## src/common/dcachePkg.sv

```systemverilog
package dcachePkg;

    localparam int ADDR_W         = 32;
    localparam int WORDS_PER_LINE = 4;
    localparam int SETS           = 4;
    localparam int WAYS           = 2;
    localparam int LINES          = SETS * WAYS;

    typedef logic [ADDR_W-1:0] addrT;
    typedef logic [31:0]       wordT;
    typedef logic [3:0]        maskT;
    typedef logic [1:0]        setIdxT;
    typedef logic [0:0]        wayIdxT;
    // Address bits 31:6
    typedef logic [25:0]       tagT;
    typedef logic [1:0]        wordIdxT;
    // Way, set and word
    typedef logic [4:0]        sramAddrT;

    typedef enum logic [2:0] {
        IDLE,
        EVICT_RQ,
        EVICT_ACTIVE,
        LOAD_RQ,
        LOAD_ACTIVE
    } ctrlStateT;

    typedef enum logic [1:0] {
        COPY_NONE,
        COPY_EXT_TO_CACHE,
        COPY_CACHE_TO_EXT
    } copyCmdT;

    // Value 2 behaves as a clean
    typedef enum logic [1:0] {
        MGMT_CLEAN = 2'd0,
        MGMT_INVAL = 2'd1,
        MGMT_FLUSH = 2'd3
    } mgmtOpT;

endpackage

```

## src/cacheController/tagLookup.sv

```systemverilog
module tagLookup
    import dcachePkg::*;
(
    input  addrT            addr,
    input  logic [WAYS-1:0] wayValid,
    input  logic [WAYS-1:0] wayUsed,
    input  tagT             wayTag [WAYS],
    output logic            hit,
    output wayIdxT          hitWay,
    output logic            freeAvail,
    output wayIdxT          freeWay,
    output wayIdxT          victimWay
);

    tagT addrTag;

    assign addrTag = addr[ADDR_W-1:6];

    always_comb begin
        hit       = 1'b0;
        hitWay    = '0;
        freeAvail = 1'b0;
        freeWay   = '0;
        victimWay = '0;
        // Walk down so the lowest matching way wins
        for (int w = WAYS - 1; w >= 0; w--) begin
            if (wayValid[w] && wayTag[w] == addrTag) begin
                hit    = 1'b1;
                hitWay = wayIdxT'(w);
            end
            if (!wayValid[w]) begin
                freeAvail = 1'b1;
                freeWay   = wayIdxT'(w);
            end
            if (!wayUsed[w]) begin
                victimWay = wayIdxT'(w);
            end
        end
    end

endmodule

```

## src/cacheController/cacheController.sv

```systemverilog
module cacheController
    import dcachePkg::*;
(
    input  logic     clk,
    input  logic     rst,
    input  logic     ldValid,
    input  addrT     ldAddr,
    output logic     ldStall,
    output logic     ldDataValid,
    input  logic     stValid,
    input  addrT     stAddr,
    input  wordT     stData,
    input  maskT     stMask,
    output logic     stStall,
    input  logic     fence,
    output logic     fenceBusy,
    output logic     copyValid,
    output copyCmdT  copyCmd,
    output logic [$bits(wayIdxT)+$bits(setIdxT)-1:0] copySlot,
    output addrT     copyLineAddr,
    input  logic     copyBusy,
    input  logic     copyDone,
    output logic     portRdEn,
    output sramAddrT portRdAddr,
    output logic     portWrEn,
    output sramAddrT portWrAddr,
    output wordT     portWrData,
    output maskT     portWrMask
);

    ctrlStateT state;

    logic [WAYS-1:0] validArr [SETS];
    logic [WAYS-1:0] dirtyArr [SETS];
    logic [WAYS-1:0] usedArr [SETS];
    tagT             tagArr [SETS][WAYS];

    setIdxT ldSet;
    setIdxT stSet;
    logic   ldHit;
    wayIdxT ldHitWay;
    logic   ldFreeAvail;
    wayIdxT ldFreeWay;
    wayIdxT ldVictimWay;
    logic   stHit;
    wayIdxT stHitWay;
    logic   stFreeAvail;
    wayIdxT stFreeWay;
    wayIdxT stVictimWay;

    sramAddrT ldSramAddr;
    logic     portFree;
    logic     rawHazard;
    logic     ldAccept;
    logic     isMgmt;
    logic     stWrAccept;
    logic     mgmtAccept;
    mgmtOpT   mgmtOp;

    logic   ldMiss;
    logic   stMiss;
    logic   missReq;
    addrT   missAddr;
    setIdxT missSet;
    logic   missFreeAvail;
    wayIdxT missFreeWay;
    wayIdxT missVictim;
    logic   victimDirty;

    logic                  flushWaiting;
    logic                  flushActive;
    logic [$clog2(LINES):0] flushIter;
    logic                  flushEnd;
    setIdxT                flushSet;
    wayIdxT                flushWay;
    logic                  flushStep;

    copyCmdT orderCmd;
    wayIdxT  orderWay;
    setIdxT  orderSet;
    addrT    orderAddr;
    logic    dropLine;
    logic    cleanLine;
    wayIdxT  slotWay;
    setIdxT  slotSet;

    assign ldSet = ldAddr[5:4];
    assign stSet = stAddr[5:4];
    assign {flushEnd, flushSet, flushWay} = flushIter;
    assign {slotWay, slotSet} = copySlot;

    tagLookup ldLookup (
        .addr      (ldAddr),
        .wayValid  (validArr[ldSet]),
        .wayUsed   (usedArr[ldSet]),
        .wayTag    (tagArr[ldSet]),
        .hit       (ldHit),
        .hitWay    (ldHitWay),
        .freeAvail (ldFreeAvail),
        .freeWay   (ldFreeWay),
        .victimWay (ldVictimWay)
    );

    tagLookup stLookup (
        .addr      (stAddr),
        .wayValid  (validArr[stSet]),
        .wayUsed   (usedArr[stSet]),
        .wayTag    (tagArr[stSet]),
        .hit       (stHit),
        .hitWay    (stHitWay),
        .freeAvail (stFreeAvail),
        .freeWay   (stFreeWay),
        .victimWay (stVictimWay)
    );

    assign ldSramAddr = {ldHitWay, ldSet, ldAddr[3:2]};
    assign portFree   = state == IDLE && !flushActive;
    // Store data lands one cycle late, so a load of that word waits
    assign rawHazard  = portWrEn && portWrAddr == ldSramAddr;
    assign ldAccept   = ldValid && ldHit && portFree && !rawHazard;
    assign isMgmt     = stMask == '0;
    assign mgmtOp     = mgmtOpT'(stData[1:0]);
    assign stWrAccept = stValid && !isMgmt && stHit && portFree;
    assign mgmtAccept = stValid && isMgmt && portFree && !ldValid;
    assign ldStall    = ldValid && !ldAccept;
    assign stStall    = stValid && !(stWrAccept || mgmtAccept);
    assign portRdEn   = ldAccept;
    assign portRdAddr = ldSramAddr;
    assign fenceBusy  = fence || flushWaiting || flushActive;

    // Load port has priority for the state machine
    assign ldMiss        = ldValid && !ldHit;
    assign stMiss        = stValid && !isMgmt && !stHit;
    assign missReq       = portFree && (ldMiss || stMiss);
    assign missAddr      = ldMiss ? ldAddr : stAddr;
    assign missSet       = ldMiss ? ldSet : stSet;
    assign missFreeAvail = ldMiss ? ldFreeAvail : stFreeAvail;
    assign missFreeWay   = ldMiss ? ldFreeWay : stFreeWay;
    assign missVictim    = ldMiss ? ldVictimWay : stVictimWay;
    assign victimDirty   = dirtyArr[missSet][missVictim] ||
        (ldMiss && stWrAccept && stSet == ldSet && stHitWay == ldVictimWay);

    always_comb begin
        orderCmd  = COPY_NONE;
        orderWay  = flushWay;
        orderSet  = flushSet;
        orderAddr = {tagArr[flushSet][flushWay], flushSet, 4'b0000};
        dropLine  = 1'b0;
        cleanLine = 1'b0;
        flushStep = 1'b0;
        if (flushActive) begin
            if (!flushEnd) begin
                if (!validArr[flushSet][flushWay] || !dirtyArr[flushSet][flushWay]) begin
                    dropLine  = 1'b1;
                    flushStep = 1'b1;
                end else if (state == IDLE) begin
                    orderCmd  = COPY_CACHE_TO_EXT;
                    dropLine  = 1'b1;
                    flushStep = 1'b1;
                end
            end
        end else if (mgmtAccept) begin
            orderWay  = stHitWay;
            orderSet  = stSet;
            orderAddr = {tagArr[stSet][stHitWay], stSet, 4'b0000};
            if (stHit && mgmtOp != MGMT_INVAL && dirtyArr[stSet][stHitWay]) begin
                orderCmd  = COPY_CACHE_TO_EXT;
                cleanLine = 1'b1;
            end
            if (stHit && (mgmtOp == MGMT_INVAL || mgmtOp == MGMT_FLUSH)) begin
                dropLine = 1'b1;
            end
        end else if (missReq) begin
            orderSet = missSet;
            if (missFreeAvail) begin
                orderCmd  = COPY_EXT_TO_CACHE;
                orderWay  = missFreeWay;
                orderAddr = {missAddr[ADDR_W-1:4], 4'b0000};
            end else begin
                // Clean victims are dropped without a bus transfer
                orderWay  = missVictim;
                orderAddr = {tagArr[missSet][missVictim], missSet, 4'b0000};
                dropLine  = 1'b1;
                if (victimDirty) begin
                    orderCmd = COPY_CACHE_TO_EXT;
                end
            end
        end
    end

    always_ff @(posedge clk) begin
        if (rst) begin
            state        <= IDLE;
            copyValid    <= 1'b0;
            copyCmd      <= COPY_NONE;
            ldDataValid  <= 1'b0;
            portWrEn     <= 1'b0;
            flushWaiting <= 1'b0;
            flushActive  <= 1'b0;
            flushIter    <= '0;
            for (int s = 0; s < SETS; s++) begin
                validArr[s] <= '0;
                dirtyArr[s] <= '0;
                usedArr[s]  <= '0;
            end
        end else begin
            ldDataValid <= ldAccept;
            portWrEn    <= stWrAccept;

            case (state)
                EVICT_RQ: begin
                    if (copyBusy) begin
                        copyValid <= 1'b0;
                        state     <= EVICT_ACTIVE;
                    end
                end
                LOAD_RQ: begin
                    if (copyBusy) begin
                        copyValid <= 1'b0;
                        state     <= LOAD_ACTIVE;
                    end
                end
                EVICT_ACTIVE: begin
                    if (copyDone) begin
                        state <= IDLE;
                    end
                end
                LOAD_ACTIVE: begin
                    if (copyDone) begin
                        state                     <= IDLE;
                        validArr[slotSet][slotWay] <= 1'b1;
                    end
                end
                default: begin
                    if (orderCmd == COPY_EXT_TO_CACHE) begin
                        copyValid <= 1'b1;
                        copyCmd   <= orderCmd;
                        state     <= LOAD_RQ;
                    end else if (orderCmd == COPY_CACHE_TO_EXT) begin
                        copyValid <= 1'b1;
                        copyCmd   <= orderCmd;
                        state     <= EVICT_RQ;
                    end
                end
            endcase

            if (ldAccept) begin
                usedArr[ldSet]           <= '0;
                usedArr[ldSet][ldHitWay] <= 1'b1;
            end
            if (stWrAccept) begin
                usedArr[stSet]            <= '0;
                usedArr[stSet][stHitWay]  <= 1'b1;
                dirtyArr[stSet][stHitWay] <= 1'b1;
            end
            // Drops come last so an evicted line ends up clear
            if (cleanLine) begin
                dirtyArr[orderSet][orderWay] <= 1'b0;
            end
            if (dropLine) begin
                validArr[orderSet][orderWay] <= 1'b0;
                dirtyArr[orderSet][orderWay] <= 1'b0;
                usedArr[orderSet][orderWay]  <= 1'b0;
            end

            if (fence) begin
                flushWaiting <= 1'b1;
            end else if (flushWaiting && !ldValid && !stValid && state == IDLE) begin
                flushWaiting <= 1'b0;
                flushActive  <= 1'b1;
                flushIter    <= '0;
            end
            if (flushActive) begin
                if (flushStep) begin
                    flushIter <= flushIter + 1'b1;
                end else if (flushEnd && state == IDLE) begin
                    flushActive <= 1'b0;
                end
            end
        end
    end

    always_ff @(posedge clk) begin
        if (orderCmd != COPY_NONE) begin
            copySlot     <= {orderWay, orderSet};
            copyLineAddr <= orderAddr;
        end
        if (state == LOAD_ACTIVE && copyDone) begin
            tagArr[slotSet][slotWay] <= copyLineAddr[ADDR_W-1:6];
        end
        if (stWrAccept) begin
            portWrAddr <= {stHitWay, stSet, stAddr[3:2]};
            portWrData <= stData;
            portWrMask <= stMask;
        end
    end

endmodule

```

## src/lineCopier.sv

```systemverilog
module lineCopier
    import dcachePkg::*;
(
    input  logic     clk,
    input  logic     rst,
    input  logic     copyValid,
    input  copyCmdT  copyCmd,
    input  logic [$bits(wayIdxT)+$bits(setIdxT)-1:0] copySlot,
    input  addrT     copyLineAddr,
    output logic     copyBusy,
    output logic     copyDone,
    output logic     cpRdEn,
    output sramAddrT cpRdAddr,
    input  wordT     cpRdData,
    output logic     cpWrEn,
    output sramAddrT cpWrAddr,
    output wordT     cpWrData,
    output logic     wbCyc,
    output logic     wbStb,
    output logic     wbWe,
    output addrT     wbAdr,
    output maskT     wbSel,
    output wordT     wbDatW,
    input  wordT     wbDatR,
    input  logic     wbAck
);

    typedef enum logic [2:0] {
        CP_IDLE,
        CP_READ,
        CP_NEXT,
        CP_BUS,
        CP_DONE
    } copyStateT;

    copyStateT state;
    logic [$bits(wayIdxT)+$bits(setIdxT)-1:0] slot;
    addrT    lineAddr;
    wordIdxT wordCnt;
    wordIdxT rdWord;
    logic    lastWord;

    assign lastWord = wordCnt == wordIdxT'(WORDS_PER_LINE - 1);
    // Writeback fetches the next word already in the ack cycle
    assign rdWord   = (state == CP_BUS) ? wordCnt + 1'b1 : wordCnt;
    assign cpRdEn   = state == CP_READ || (state == CP_BUS && wbAck && wbWe && !lastWord);
    assign cpRdAddr = {slot, rdWord};
    assign wbAdr    = {lineAddr[ADDR_W-1:4], wordCnt, 2'b00};
    assign wbSel    = '1;

    always_ff @(posedge clk) begin
        if (rst) begin
            state    <= CP_IDLE;
            copyBusy <= 1'b0;
            copyDone <= 1'b0;
            cpWrEn   <= 1'b0;
            wbCyc    <= 1'b0;
            wbStb    <= 1'b0;
        end else begin
            copyDone <= 1'b0;
            cpWrEn   <= 1'b0;
            case (state)
                CP_IDLE: begin
                    if (copyValid && copyCmd != COPY_NONE) begin
                        copyBusy <= 1'b1;
                        if (copyCmd == COPY_EXT_TO_CACHE) begin
                            wbCyc <= 1'b1;
                            wbStb <= 1'b1;
                            state <= CP_BUS;
                        end else begin
                            state <= CP_READ;
                        end
                    end
                end
                CP_READ: state <= CP_NEXT;
                CP_NEXT: begin
                    wbCyc <= 1'b1;
                    wbStb <= 1'b1;
                    state <= CP_BUS;
                end
                CP_BUS: begin
                    if (wbAck) begin
                        wbCyc  <= 1'b0;
                        wbStb  <= 1'b0;
                        cpWrEn <= !wbWe;
                        if (lastWord) begin
                            copyDone <= 1'b1;
                            state    <= CP_DONE;
                        end else begin
                            state <= CP_NEXT;
                        end
                    end
                end
                // Last fill word is written here, still under copyBusy
                CP_DONE: begin
                    copyBusy <= 1'b0;
                    state    <= CP_IDLE;
                end
                default: state <= CP_IDLE;
            endcase
        end
    end

    always_ff @(posedge clk) begin
        if (state == CP_IDLE && copyValid) begin
            slot     <= copySlot;
            lineAddr <= copyLineAddr;
            wbWe     <= copyCmd == COPY_CACHE_TO_EXT;
            wordCnt  <= '0;
        end
        if (state == CP_BUS && wbAck) begin
            wordCnt  <= wordCnt + 1'b1;
            cpWrAddr <= {slot, wordCnt};
            cpWrData <= wbDatR;
        end
        if (state == CP_NEXT && wbWe) begin
            wbDatW <= cpRdData;
        end
    end

endmodule

```

## src/dataArbiter.sv

```systemverilog
module dataArbiter
    import dcachePkg::*;
(
    input  logic     clk,
    input  logic     copyBusy,
    input  logic     cpRdEn,
    input  sramAddrT cpRdAddr,
    input  logic     cpWrEn,
    input  sramAddrT cpWrAddr,
    input  wordT     cpWrData,
    output wordT     cpRdData,
    input  logic     portRdEn,
    input  sramAddrT portRdAddr,
    input  logic     portWrEn,
    input  sramAddrT portWrAddr,
    input  wordT     portWrData,
    input  maskT     portWrMask,
    output wordT     portRdData
);

    wordT     mem [LINES * WORDS_PER_LINE];
    wordT     rdData;
    logic     rdEn;
    sramAddrT rdAddr;
    logic     wrEn;
    sramAddrT wrAddr;
    wordT     wrData;
    maskT     wrMask;

    // Copier owns the memory for the whole transfer
    always_comb begin
        if (copyBusy) begin
            rdEn   = cpRdEn;
            rdAddr = cpRdAddr;
            wrEn   = cpWrEn;
            wrAddr = cpWrAddr;
            wrData = cpWrData;
            wrMask = '1;
        end else begin
            rdEn   = portRdEn;
            rdAddr = portRdAddr;
            wrEn   = portWrEn;
            wrAddr = portWrAddr;
            wrData = portWrData;
            wrMask = portWrMask;
        end
    end

    always_ff @(posedge clk) begin
        if (wrEn) begin
            for (int b = 0; b < $bits(maskT); b++) begin
                if (wrMask[b]) begin
                    mem[wrAddr][8*b +: 8] <= wrData[8*b +: 8];
                end
            end
        end
        if (rdEn) begin
            rdData <= mem[rdAddr];
        end
    end

    assign cpRdData   = rdData;
    assign portRdData = rdData;

endmodule

```

## src/dcacheTop.sv

```systemverilog
module dcacheTop
    import dcachePkg::*;
(
    input  logic clk,
    input  logic rst,
    input  logic ldValid,
    input  addrT ldAddr,
    output logic ldStall,
    output logic ldDataValid,
    output wordT ldData,
    input  logic stValid,
    input  addrT stAddr,
    input  wordT stData,
    input  maskT stMask,
    output logic stStall,
    input  logic fence,
    output logic fenceBusy,
    output logic wbCyc,
    output logic wbStb,
    output logic wbWe,
    output addrT wbAdr,
    output maskT wbSel,
    output wordT wbDatW,
    input  wordT wbDatR,
    input  logic wbAck
);

    logic     copyValid;
    copyCmdT  copyCmd;
    logic [$bits(wayIdxT)+$bits(setIdxT)-1:0] copySlot;
    addrT     copyLineAddr;
    logic     copyBusy;
    logic     copyDone;
    logic     cpRdEn;
    sramAddrT cpRdAddr;
    wordT     cpRdData;
    logic     cpWrEn;
    sramAddrT cpWrAddr;
    wordT     cpWrData;
    logic     portRdEn;
    sramAddrT portRdAddr;
    logic     portWrEn;
    sramAddrT portWrAddr;
    wordT     portWrData;
    maskT     portWrMask;

    cacheController u_cacheController (
        .clk          (clk),
        .rst          (rst),
        .ldValid      (ldValid),
        .ldAddr       (ldAddr),
        .ldStall      (ldStall),
        .ldDataValid  (ldDataValid),
        .stValid      (stValid),
        .stAddr       (stAddr),
        .stData       (stData),
        .stMask       (stMask),
        .stStall      (stStall),
        .fence        (fence),
        .fenceBusy    (fenceBusy),
        .copyValid    (copyValid),
        .copyCmd      (copyCmd),
        .copySlot     (copySlot),
        .copyLineAddr (copyLineAddr),
        .copyBusy     (copyBusy),
        .copyDone     (copyDone),
        .portRdEn     (portRdEn),
        .portRdAddr   (portRdAddr),
        .portWrEn     (portWrEn),
        .portWrAddr   (portWrAddr),
        .portWrData   (portWrData),
        .portWrMask   (portWrMask)
    );

    lineCopier u_lineCopier (
        .clk          (clk),
        .rst          (rst),
        .copyValid    (copyValid),
        .copyCmd      (copyCmd),
        .copySlot     (copySlot),
        .copyLineAddr (copyLineAddr),
        .copyBusy     (copyBusy),
        .copyDone     (copyDone),
        .cpRdEn       (cpRdEn),
        .cpRdAddr     (cpRdAddr),
        .cpRdData     (cpRdData),
        .cpWrEn       (cpWrEn),
        .cpWrAddr     (cpWrAddr),
        .cpWrData     (cpWrData),
        .wbCyc        (wbCyc),
        .wbStb        (wbStb),
        .wbWe         (wbWe),
        .wbAdr        (wbAdr),
        .wbSel        (wbSel),
        .wbDatW       (wbDatW),
        .wbDatR       (wbDatR),
        .wbAck        (wbAck)
    );

    dataArbiter u_dataArbiter (
        .clk        (clk),
        .copyBusy   (copyBusy),
        .cpRdEn     (cpRdEn),
        .cpRdAddr   (cpRdAddr),
        .cpWrEn     (cpWrEn),
        .cpWrAddr   (cpWrAddr),
        .cpWrData   (cpWrData),
        .cpRdData   (cpRdData),
        .portRdEn   (portRdEn),
        .portRdAddr (portRdAddr),
        .portWrEn   (portWrEn),
        .portWrAddr (portWrAddr),
        .portWrData (portWrData),
        .portWrMask (portWrMask),
        .portRdData (ldData)
    );

endmodule

```

## config.mk

```make
export PLATFORM = sky130hd
export DESIGN_NAME = dcacheTop
export DESIGN_NICKNAME = d
export VERILOG_FILES = /design/src/common/dcachePkg.sv /design/src/cacheController/tagLookup.sv /design/src/cacheController/cacheController.sv /design/src/lineCopier.sv /design/src/dataArbiter.sv /design/src/dcacheTop.sv
export SDC_FILE = /design/constraint.sdc
export NUM_CORES = 2
export LEC_CHECK = 0
export ABC_AREA = 1
export BUFFER_PORTS_ARGS = -buffer_cell sky130_fd_sc_hd__buf_4
export CAP_MARGIN = 20
export CORE_ASPECT_RATIO = 1.25
export CORE_MARGIN = 5
export CORE_UTILIZATION = 40
export DETAILED_ROUTE_END_ITERATION = 6
export PLACE_DENSITY_LB_ADDON = 0.25
export SYNTH_ARGS = -nofsm -noshare
export SYNTH_HDL_FRONTEND = slang
export SYNTH_SLANG_ARGS = --single-unit
```

## constraint.sdc

```tcl
create_clock -name clk -period 4.7 [get_ports clk]
set_input_delay 0.47 -clock clk [delete_from_list [all_inputs] [get_ports clk]]
set_output_delay 0.47 -clock clk [all_outputs]
set_load 0.01 [all_outputs]
```

; After elaboration in Yosys (flattened, before gate mapping)
; Memories as Yosys holds them, arrays and structs flattened. A register that Yosys moved wholly into a read port is not among the register bits.
; Index checks and enable logic that the tools add are counted.
[op_classes]
muxes = 188
reduce_logical = 93
order_cmp = 15
add_sub_neg = 2
n_eq_ne = 30
bitwise_logic = 15
[ops]
columns = operator, n
row1 = $mux W26, 10
row2 = $mux W32, 6
row3 = $eq A26 B26 Y1, 4
row4 = $mux W1, 98
row5 = $mux W2, 48
row6 = $mux W52, 1
row7 = $logic_and A1 B1 Y1, 42
row8 = $demux W26 S1, 1
row9 = $mux W3, 8
row10 = $mux W4, 5
row11 = $reduce_or A2 Y1, 9
row12 = $ne A2 B1 Y1 const B, 7
row13 = $logic_not A1 Y1, 13
row14 = $eq A3 B2 Y1 const B, 4
row15 = $lt A1 B2 Y1 const B, 6
row16 = $pmux W3 S4, 1
row17 = $reduce_bool A2 Y1, 6
row18 = $mux W5, 2
row19 = $pmux W3 S3, 1
row20 = $eq A2 B2 Y1 const B, 4
row21 = $ge A2 B2 Y1 const B, 4
row22 = $logic_or A1 B1 Y1, 8
row23 = $not A1 Y2, 4
row24 = $reduce_and A4 Y1, 2
row25 = other kinds (24), 49
[word_totals]
mem_count = 5
ram_bits = 1256
inputBits = 138
reg_bits = 204
output_inout_bits = 107
[memory_table]
columns = name, words, word_bits, rd, rd_clocked_by_memory_dff, wr, line
row1 = u_dataArbiter.mem, 32, 32, 1, 1, 1, dataArbiter.sv:21  ; wordT mem [LINES * WORDS_PER_LINE];
row2 = u_cacheController.tagArr, 4, 52, 4, 1, 1, cacheController.sv:36  ; tagT tagArr [SETS][WAYS];
row3 = u_cacheController.dirtyArr, 4, 2, 3, 1, 4, cacheController.sv:34  ; logic [WAYS-1:0] dirtyArr [SETS];
row4 = u_cacheController.usedArr, 4, 2, 2, 0, 4, cacheController.sv:35  ; logic [WAYS-1:0] usedArr [SETS];
row5 = u_cacheController.validArr, 4, 2, 3, 1, 4, cacheController.sv:33  ; logic [WAYS-1:0] validArr [SETS];

; Depth between registers and ports, before layout
; An unclocked memory read counts as a cell.
[depth]
depth_word = 21
mapped_depth = 33
depth_no_buf = 29

; Cells and area by module
; A second synthesis with hierarchy kept.
[hier_totals]
cells_unflattened = 7614
hier_area_um2 = 72368.2
[by_module_without_submodules]
columns = module, seq_area_each_um2, area_per_inst_um2, n_inst, cells_per_inst
row1 = dataArbiter, 31710.4, 47684.5, 1, 4663
row2 = cacheController, 9168.8, 19063.3, 1, 2278
row3 = lineCopier, 3233.1, 3578.4, 1, 175
row4 = tagLookup, 0.0, 1021.0, 2, 249

; Worst setup path before layout
; No wires, ideal clock.
[synth_path]
path_type = input -> register
from = input stAddr[5]
to = register u_cacheController.copyLineAddr[10], enable pin
slack_ps = 201
stages = 21
required_ps = 4314
t_arrival_ps = 4113
setup_time_ps = 386
path_cell_list = buf_4 nand2_1 inv_2 buf_4 buf_4 a22oi_1 nand2_1 xor2_1 nand3_1 nor2_1 nand2_2 nand2_2 nand2_1 inv_1 nand3_1 nand3_1 nand2_1 nand3_1 inv_1 ha_1 inv_1
[synth_via]
elab_chain_len = 17
elab_cells_between_ends = 43
classes_between = eq/ne: 4 / mux: 20 / reduce/logical: 15 / memory: 4
[synth_rtl]
columns = element, line
row1 = start: declaration, dcacheTop.sv:12  ; input addrT stAddr,
row2 = $mem_v2 Z4 W52, n/a
row3 = $eq A26 B26 Y1, tagLookup.sv:27  ; if (wayValid[w] && wayTag[w] == addrTag) begin
row4 = $logic_and A1 B1 Y1, tagLookup.sv:27
row5 = $mux W1, tagLookup.sv:27
row6 = $mux W1 *, tagLookup.sv:27
row7 = $logic_and A1 B1 Y1 * (2 in series), cacheController.sv:123  ; assign stWrAccept = stValid && !isMgmt && stHit && portFree;
row8 = net u_cacheController.stWrAccept, cacheController.sv:56  ; logic stWrAccept;
row9 = $logic_and A1 B1 Y1 * (3 in series), cacheController.sv:141  ; (ldMiss && stWrAccept && stSet == ldSet && stHitWay == ldVictimWay);
row10 = $logic_or A1 B1 Y1 *, cacheController.sv:140  ; assign victimDirty = dirtyArr[missSet][missVictim] ||
row11 = $mux W2 *, cacheController.sv:184  ; if (victimDirty) begin
row12 = $mux W2 *, cacheController.sv:175  ; if (missFreeAvail) begin
row13 = $mux W2 *, cacheController.sv:173  ; end else if (missReq) begin
row14 = $mux W2 *, cacheController.sv:162  ; end else if (mgmtAccept) begin
row15 = $mux W2 *, cacheController.sv:151  ; if (flushActive) begin
row16 = net u_cacheController.orderCmd[1], cacheController.sv:78  ; copyCmdT orderCmd;
row17 = $reduce_bool A2 Y1 *, cacheController.sv:284  ; if (orderCmd != COPY_NONE) begin
row18 = end signal: assignment, cacheController.sv:286  ; copyLineAddr <= orderAddr;
row19 = end: declaration, cacheController.sv:20  ; output addrT copyLineAddr,
; The timed path passes the listed nets; every way through them passes the cells marked *. The select of a mux whose other input is x is not followed.
; A chain may end at the register's enable or synchronous reset.

==> impl_results.md <==
* Most frequent CP cell: nand2_1
* Crit-path max FO at 43
* FF/Latch Area at approximately 44000 um2
* Unrepaired setup endpoints after global routing: no
* Aggregate global-route resource usage at approximately 27%
* Initial antenna violation count at 6
* Clock sinks at 1484
* Place WS at 0.0383 ns
* Core footprint at 167000 um2
* Die X at roughly 380 um
* Combinational share of power at 21.2%
* Register area share after synthesis at 65.8%
* Net Sw Frac at 31.1%
* Crit Path Class: register to output port
* Top post-synthesis cells by area: edfxtp_1 64%, o21ai_0 6.1%, nand2_1 5.8%
* Reg clk slew, reported paths at 0.06 ns
* CTS max path bufs at 3
* Clock power share at 33.9%
* Type of the tightest min-delay check: primary input to register
* Max_cap viols at 0
* Final setup viols at 0
* Area Growth Syn to Fin at 18.4%
* F_max at 0.226 GHz
* Power Density at 455 nW/um2
* Pint at 24.9 mW
* Synth cell types at 56
* Layout cells sized above 1 at around 14%
* DR vias/cell at approximately 5.8
* Total Nets Final at 6897
* Worst EP arrival at 3.96 ns
* PortBufs at 234
* Synth Cell Area at 67000 um2
* Root Buffer: clkbuf_16
* Largest net degree at the start of global routing at 172
* Final WS setup at 0.273 ns
* YS warnings at 0
* Seq pwr share at roughly 45%
* Worst Setup End Kind: output port
* Grt total ovfl at 0
* Pre-antenna DRT Iters at 6
* Gpl congestion at just over 1
* Worst skew pair latency at 0.81 ns
* Synth Flop Type: edfxtp_1
* Number of global-route vias before repair at 50200
* DRT antenna net count at 0
* First-pass GRT wire length at 348000 um
* Maximum vdd ir drop at 0.409 mV
* Critical Path Max Stage Delay at roughly 0.49 ns
* Post-CTS setup buffers at 0
* WL/cell at 26.9 um
* Number of fill cells at 15100
* Final hold vios at 0
* Hold Slack at 0.0798 ns
* Max-slew headroom at approximately 25%
* Status: finished clean
* Switching pwr at approximately 11 mW
* Finished Layout Cells at 9087
* Yosys top cell by area: edfxtp_1
* H-Tree Depth at 4
* Fin crit period at 4.43 ns
* CP Launch Type: register
* WL final at 245000 um
* Vias at approximately 52000
* # rows at about 170
* Setup Skew at 0.0290 ns
* Asr flop ratio synth at 0%
* Tcrit/Tclk final at 94.2%
* Yosys top cell area share at 64.4%
* Avg Inst Size Synth at 10.6 um2
* Setup TNS at 0 ns
* Remaining DRCs at 0
* Yosys reg bits at 1484
* Clock buffers created by TritonCTS at 148
* Max-slew violations at 0
* Hpwl dp at 165000 um
* Worst EP required at 4.23 ns
* DRT iter0 DRCs at 5955
* DP Cell Count at between 8000 and 9000
* Full die area at 176000 um2
* Die Y at 468 um
* Area of the multi-input gates at 19900 um2
* EDFF count, synth at 1439
* LEAKAGE at 28.4 nW
* Initial core utilization at 40.1%
* Power Total at about 36 mW
* Mapped Cells at 6307
* CTS tree: built
* Tightest Pin Transition at 1.13 ns
* Slowest-stage cell, CP: buf_6
* # IOs at ~250
* Critical-path cell list: a22oi_1 > nand2_1 > buf_4 > nand2_1 > nand2_1 > nor2_1 > nand2_1 > nor2_1 > nand2_1 > inv_1 > nand2_1 > buf_12 > buf_4 > nand2_2 > nand2_1 > inv_2 > buf_6 > nor3_1 > buf_4
cells by family after synthesis:
group           Yosys count  share of synthesized area, %
xor+xnor                 23                         0.300
flops                  1484                          65.8
simple gates           2384                          14.4
other cells               2                        0.0112
buf+inv                 774                          4.79
fa+ha+maj                 5                        0.0933
compound gates         1635                          14.6
worst paths after layout:
check                                                       start                         endpoint  slack (ns)  depth (start not counted)
worst min-delay path                                    stData[0]  u_cacheController.portWrData[0]        0.08                          1
worst max-delay path              u_cacheController.tagArr[3][25]                          stStall        0.27                         19
worst max register to register              u_lineCopier.state[1]       u_dataArbiter.cpRdData[18]        0.58                         13
worst min register to register  u_cacheController.copyLineAddr[4]         u_lineCopier.lineAddr[4]        0.42                          0
registers in the layout, indices dropped and copies added (netlist names), 3 cells and up:
signal,count
u_dataArbiter.cpRdData,32
u_cacheController.portWrAddr,5
u_cacheController.portWrData,32
u_cacheController.usedArr,8
u_cacheController.flushIter,4
u_lineCopier.lineAddr,28
u_lineCopier.cpWrData,32
u_cacheController.copySlot,3
u_lineCopier.wbDatW,32
u_cacheController.state,3
u_lineCopier.state,3
u_lineCopier.cpWrAddr,5
u_cacheController.dirtyArr,8
u_cacheController.validArr,8
u_cacheController.copyLineAddr,28
u_lineCopier.slot,3
u_cacheController.tagArr,208
u_cacheController.portWrMask,4
u_dataArbiter.mem,1024
cell type report:
class / instances / share of cell area, %
Clock buffer: 169 / 4.80
Clock inverter: 103 / 1.50
Tap cell: 2210 / 3.48
Timing Repair Buffer: 699 / 7.77
Antenna cell: 1 / 0.00315
Sequential cell: 1484 / 55.6
Inverter: 368 / 1.76
Multi-Input combinational cell: 4053 / 25.1
worst max-delay path, delay by kind of cell, from the launching register on:
kind | cells | cell delay, ns
buffers and inverters | 7 | 1.27
flip-flops | 1 | 0.45
AND/OR/NAND/NOR | 11 | 1.19
AO/OA/AOI/OAI | 1 | 0.22
routing by layer:
metal / track usage [%] / vias to the layer above / routed length, um
li1: - / 23600 / -
met1: 33.2 / 25600 / 93300
met2: 46.9 / 2504 / 121000
met3: 4.16 / 628 / 16900
met4: 12.7 / 4 / 13700
met5: 0 / - / 27
cell usage after synthesis, drive strengths merged (2+ instances only):
library cell,n
a311oi,31
o221ai,256
nor3,25
xor2,19
ha,5
o31ai,2
a211oi,3
inv,361
a21oi,244
dfxtp,45
nand3b,10
xnor2,4
nand4,63
a22oi,78
or2,6
a31oi,44
nor2,969
clkbuf,285
o311ai,2
o22ai,39
nor4,11
conb,2
o211ai,42
a221oi,2
buf,121
edfxtp,1439
o2111ai,6
nand2,1051
o21ai,883
nor3b,3
nand3,243
clkinv,7
through the flow:
step	utilization [%]	instance area [um2]
2_1_floorplan	-	67100
3_3_place_gp	44.0	73500
3_5_place_dp	44.0	73500
4_1_cts	47.4	79300
5_1_grt	47.5	79400
6_report	47.5	79400
power groups by stage:
stage	Combinational [mW]	Sequential, mW	Clock, mW
6_report	7.66	16.2	12.3
4_1_cts	7.62	16.2	12.4
3_3_place_gp	7.42	16.5	0
3_5_place_dp	7.54	16.5	0
2_1_floorplan	3.95	16.3	0
5_1_grt	8.22	16.3	13.0
layout by cell type (no fill, tap or decap), types with 21 or more instances in the layout:
cell / count
clkinv_1: 39
nor2_1: 953
inv_2: 21
edfxtp_1: 1439
o21ai_1: 53
buf_4: 566
a21oi_1: 244
inv_1: 338
a311oi_1: 31
a31oi_1: 43
o22ai_1: 39
nand2_2: 22
o211ai_1: 39
a22oi_1: 77
nand2_1: 1025
buf_12: 52
clkbuf_16: 149
dfxtp_1: 42
nand4_1: 63
o21ai_0: 819
nand3_1: 238
dlygate4sd3_1: 74
clkinv_2: 21
o221ai_1: 256
timing repair:
action,4_1_cts,5_1_grt
hold buffers,74,0
resized for setup,0,1
endpoints found under the setup margin,0,1
endpoints found under the hold margin,74,0
(Power assumes the default switching activity.)
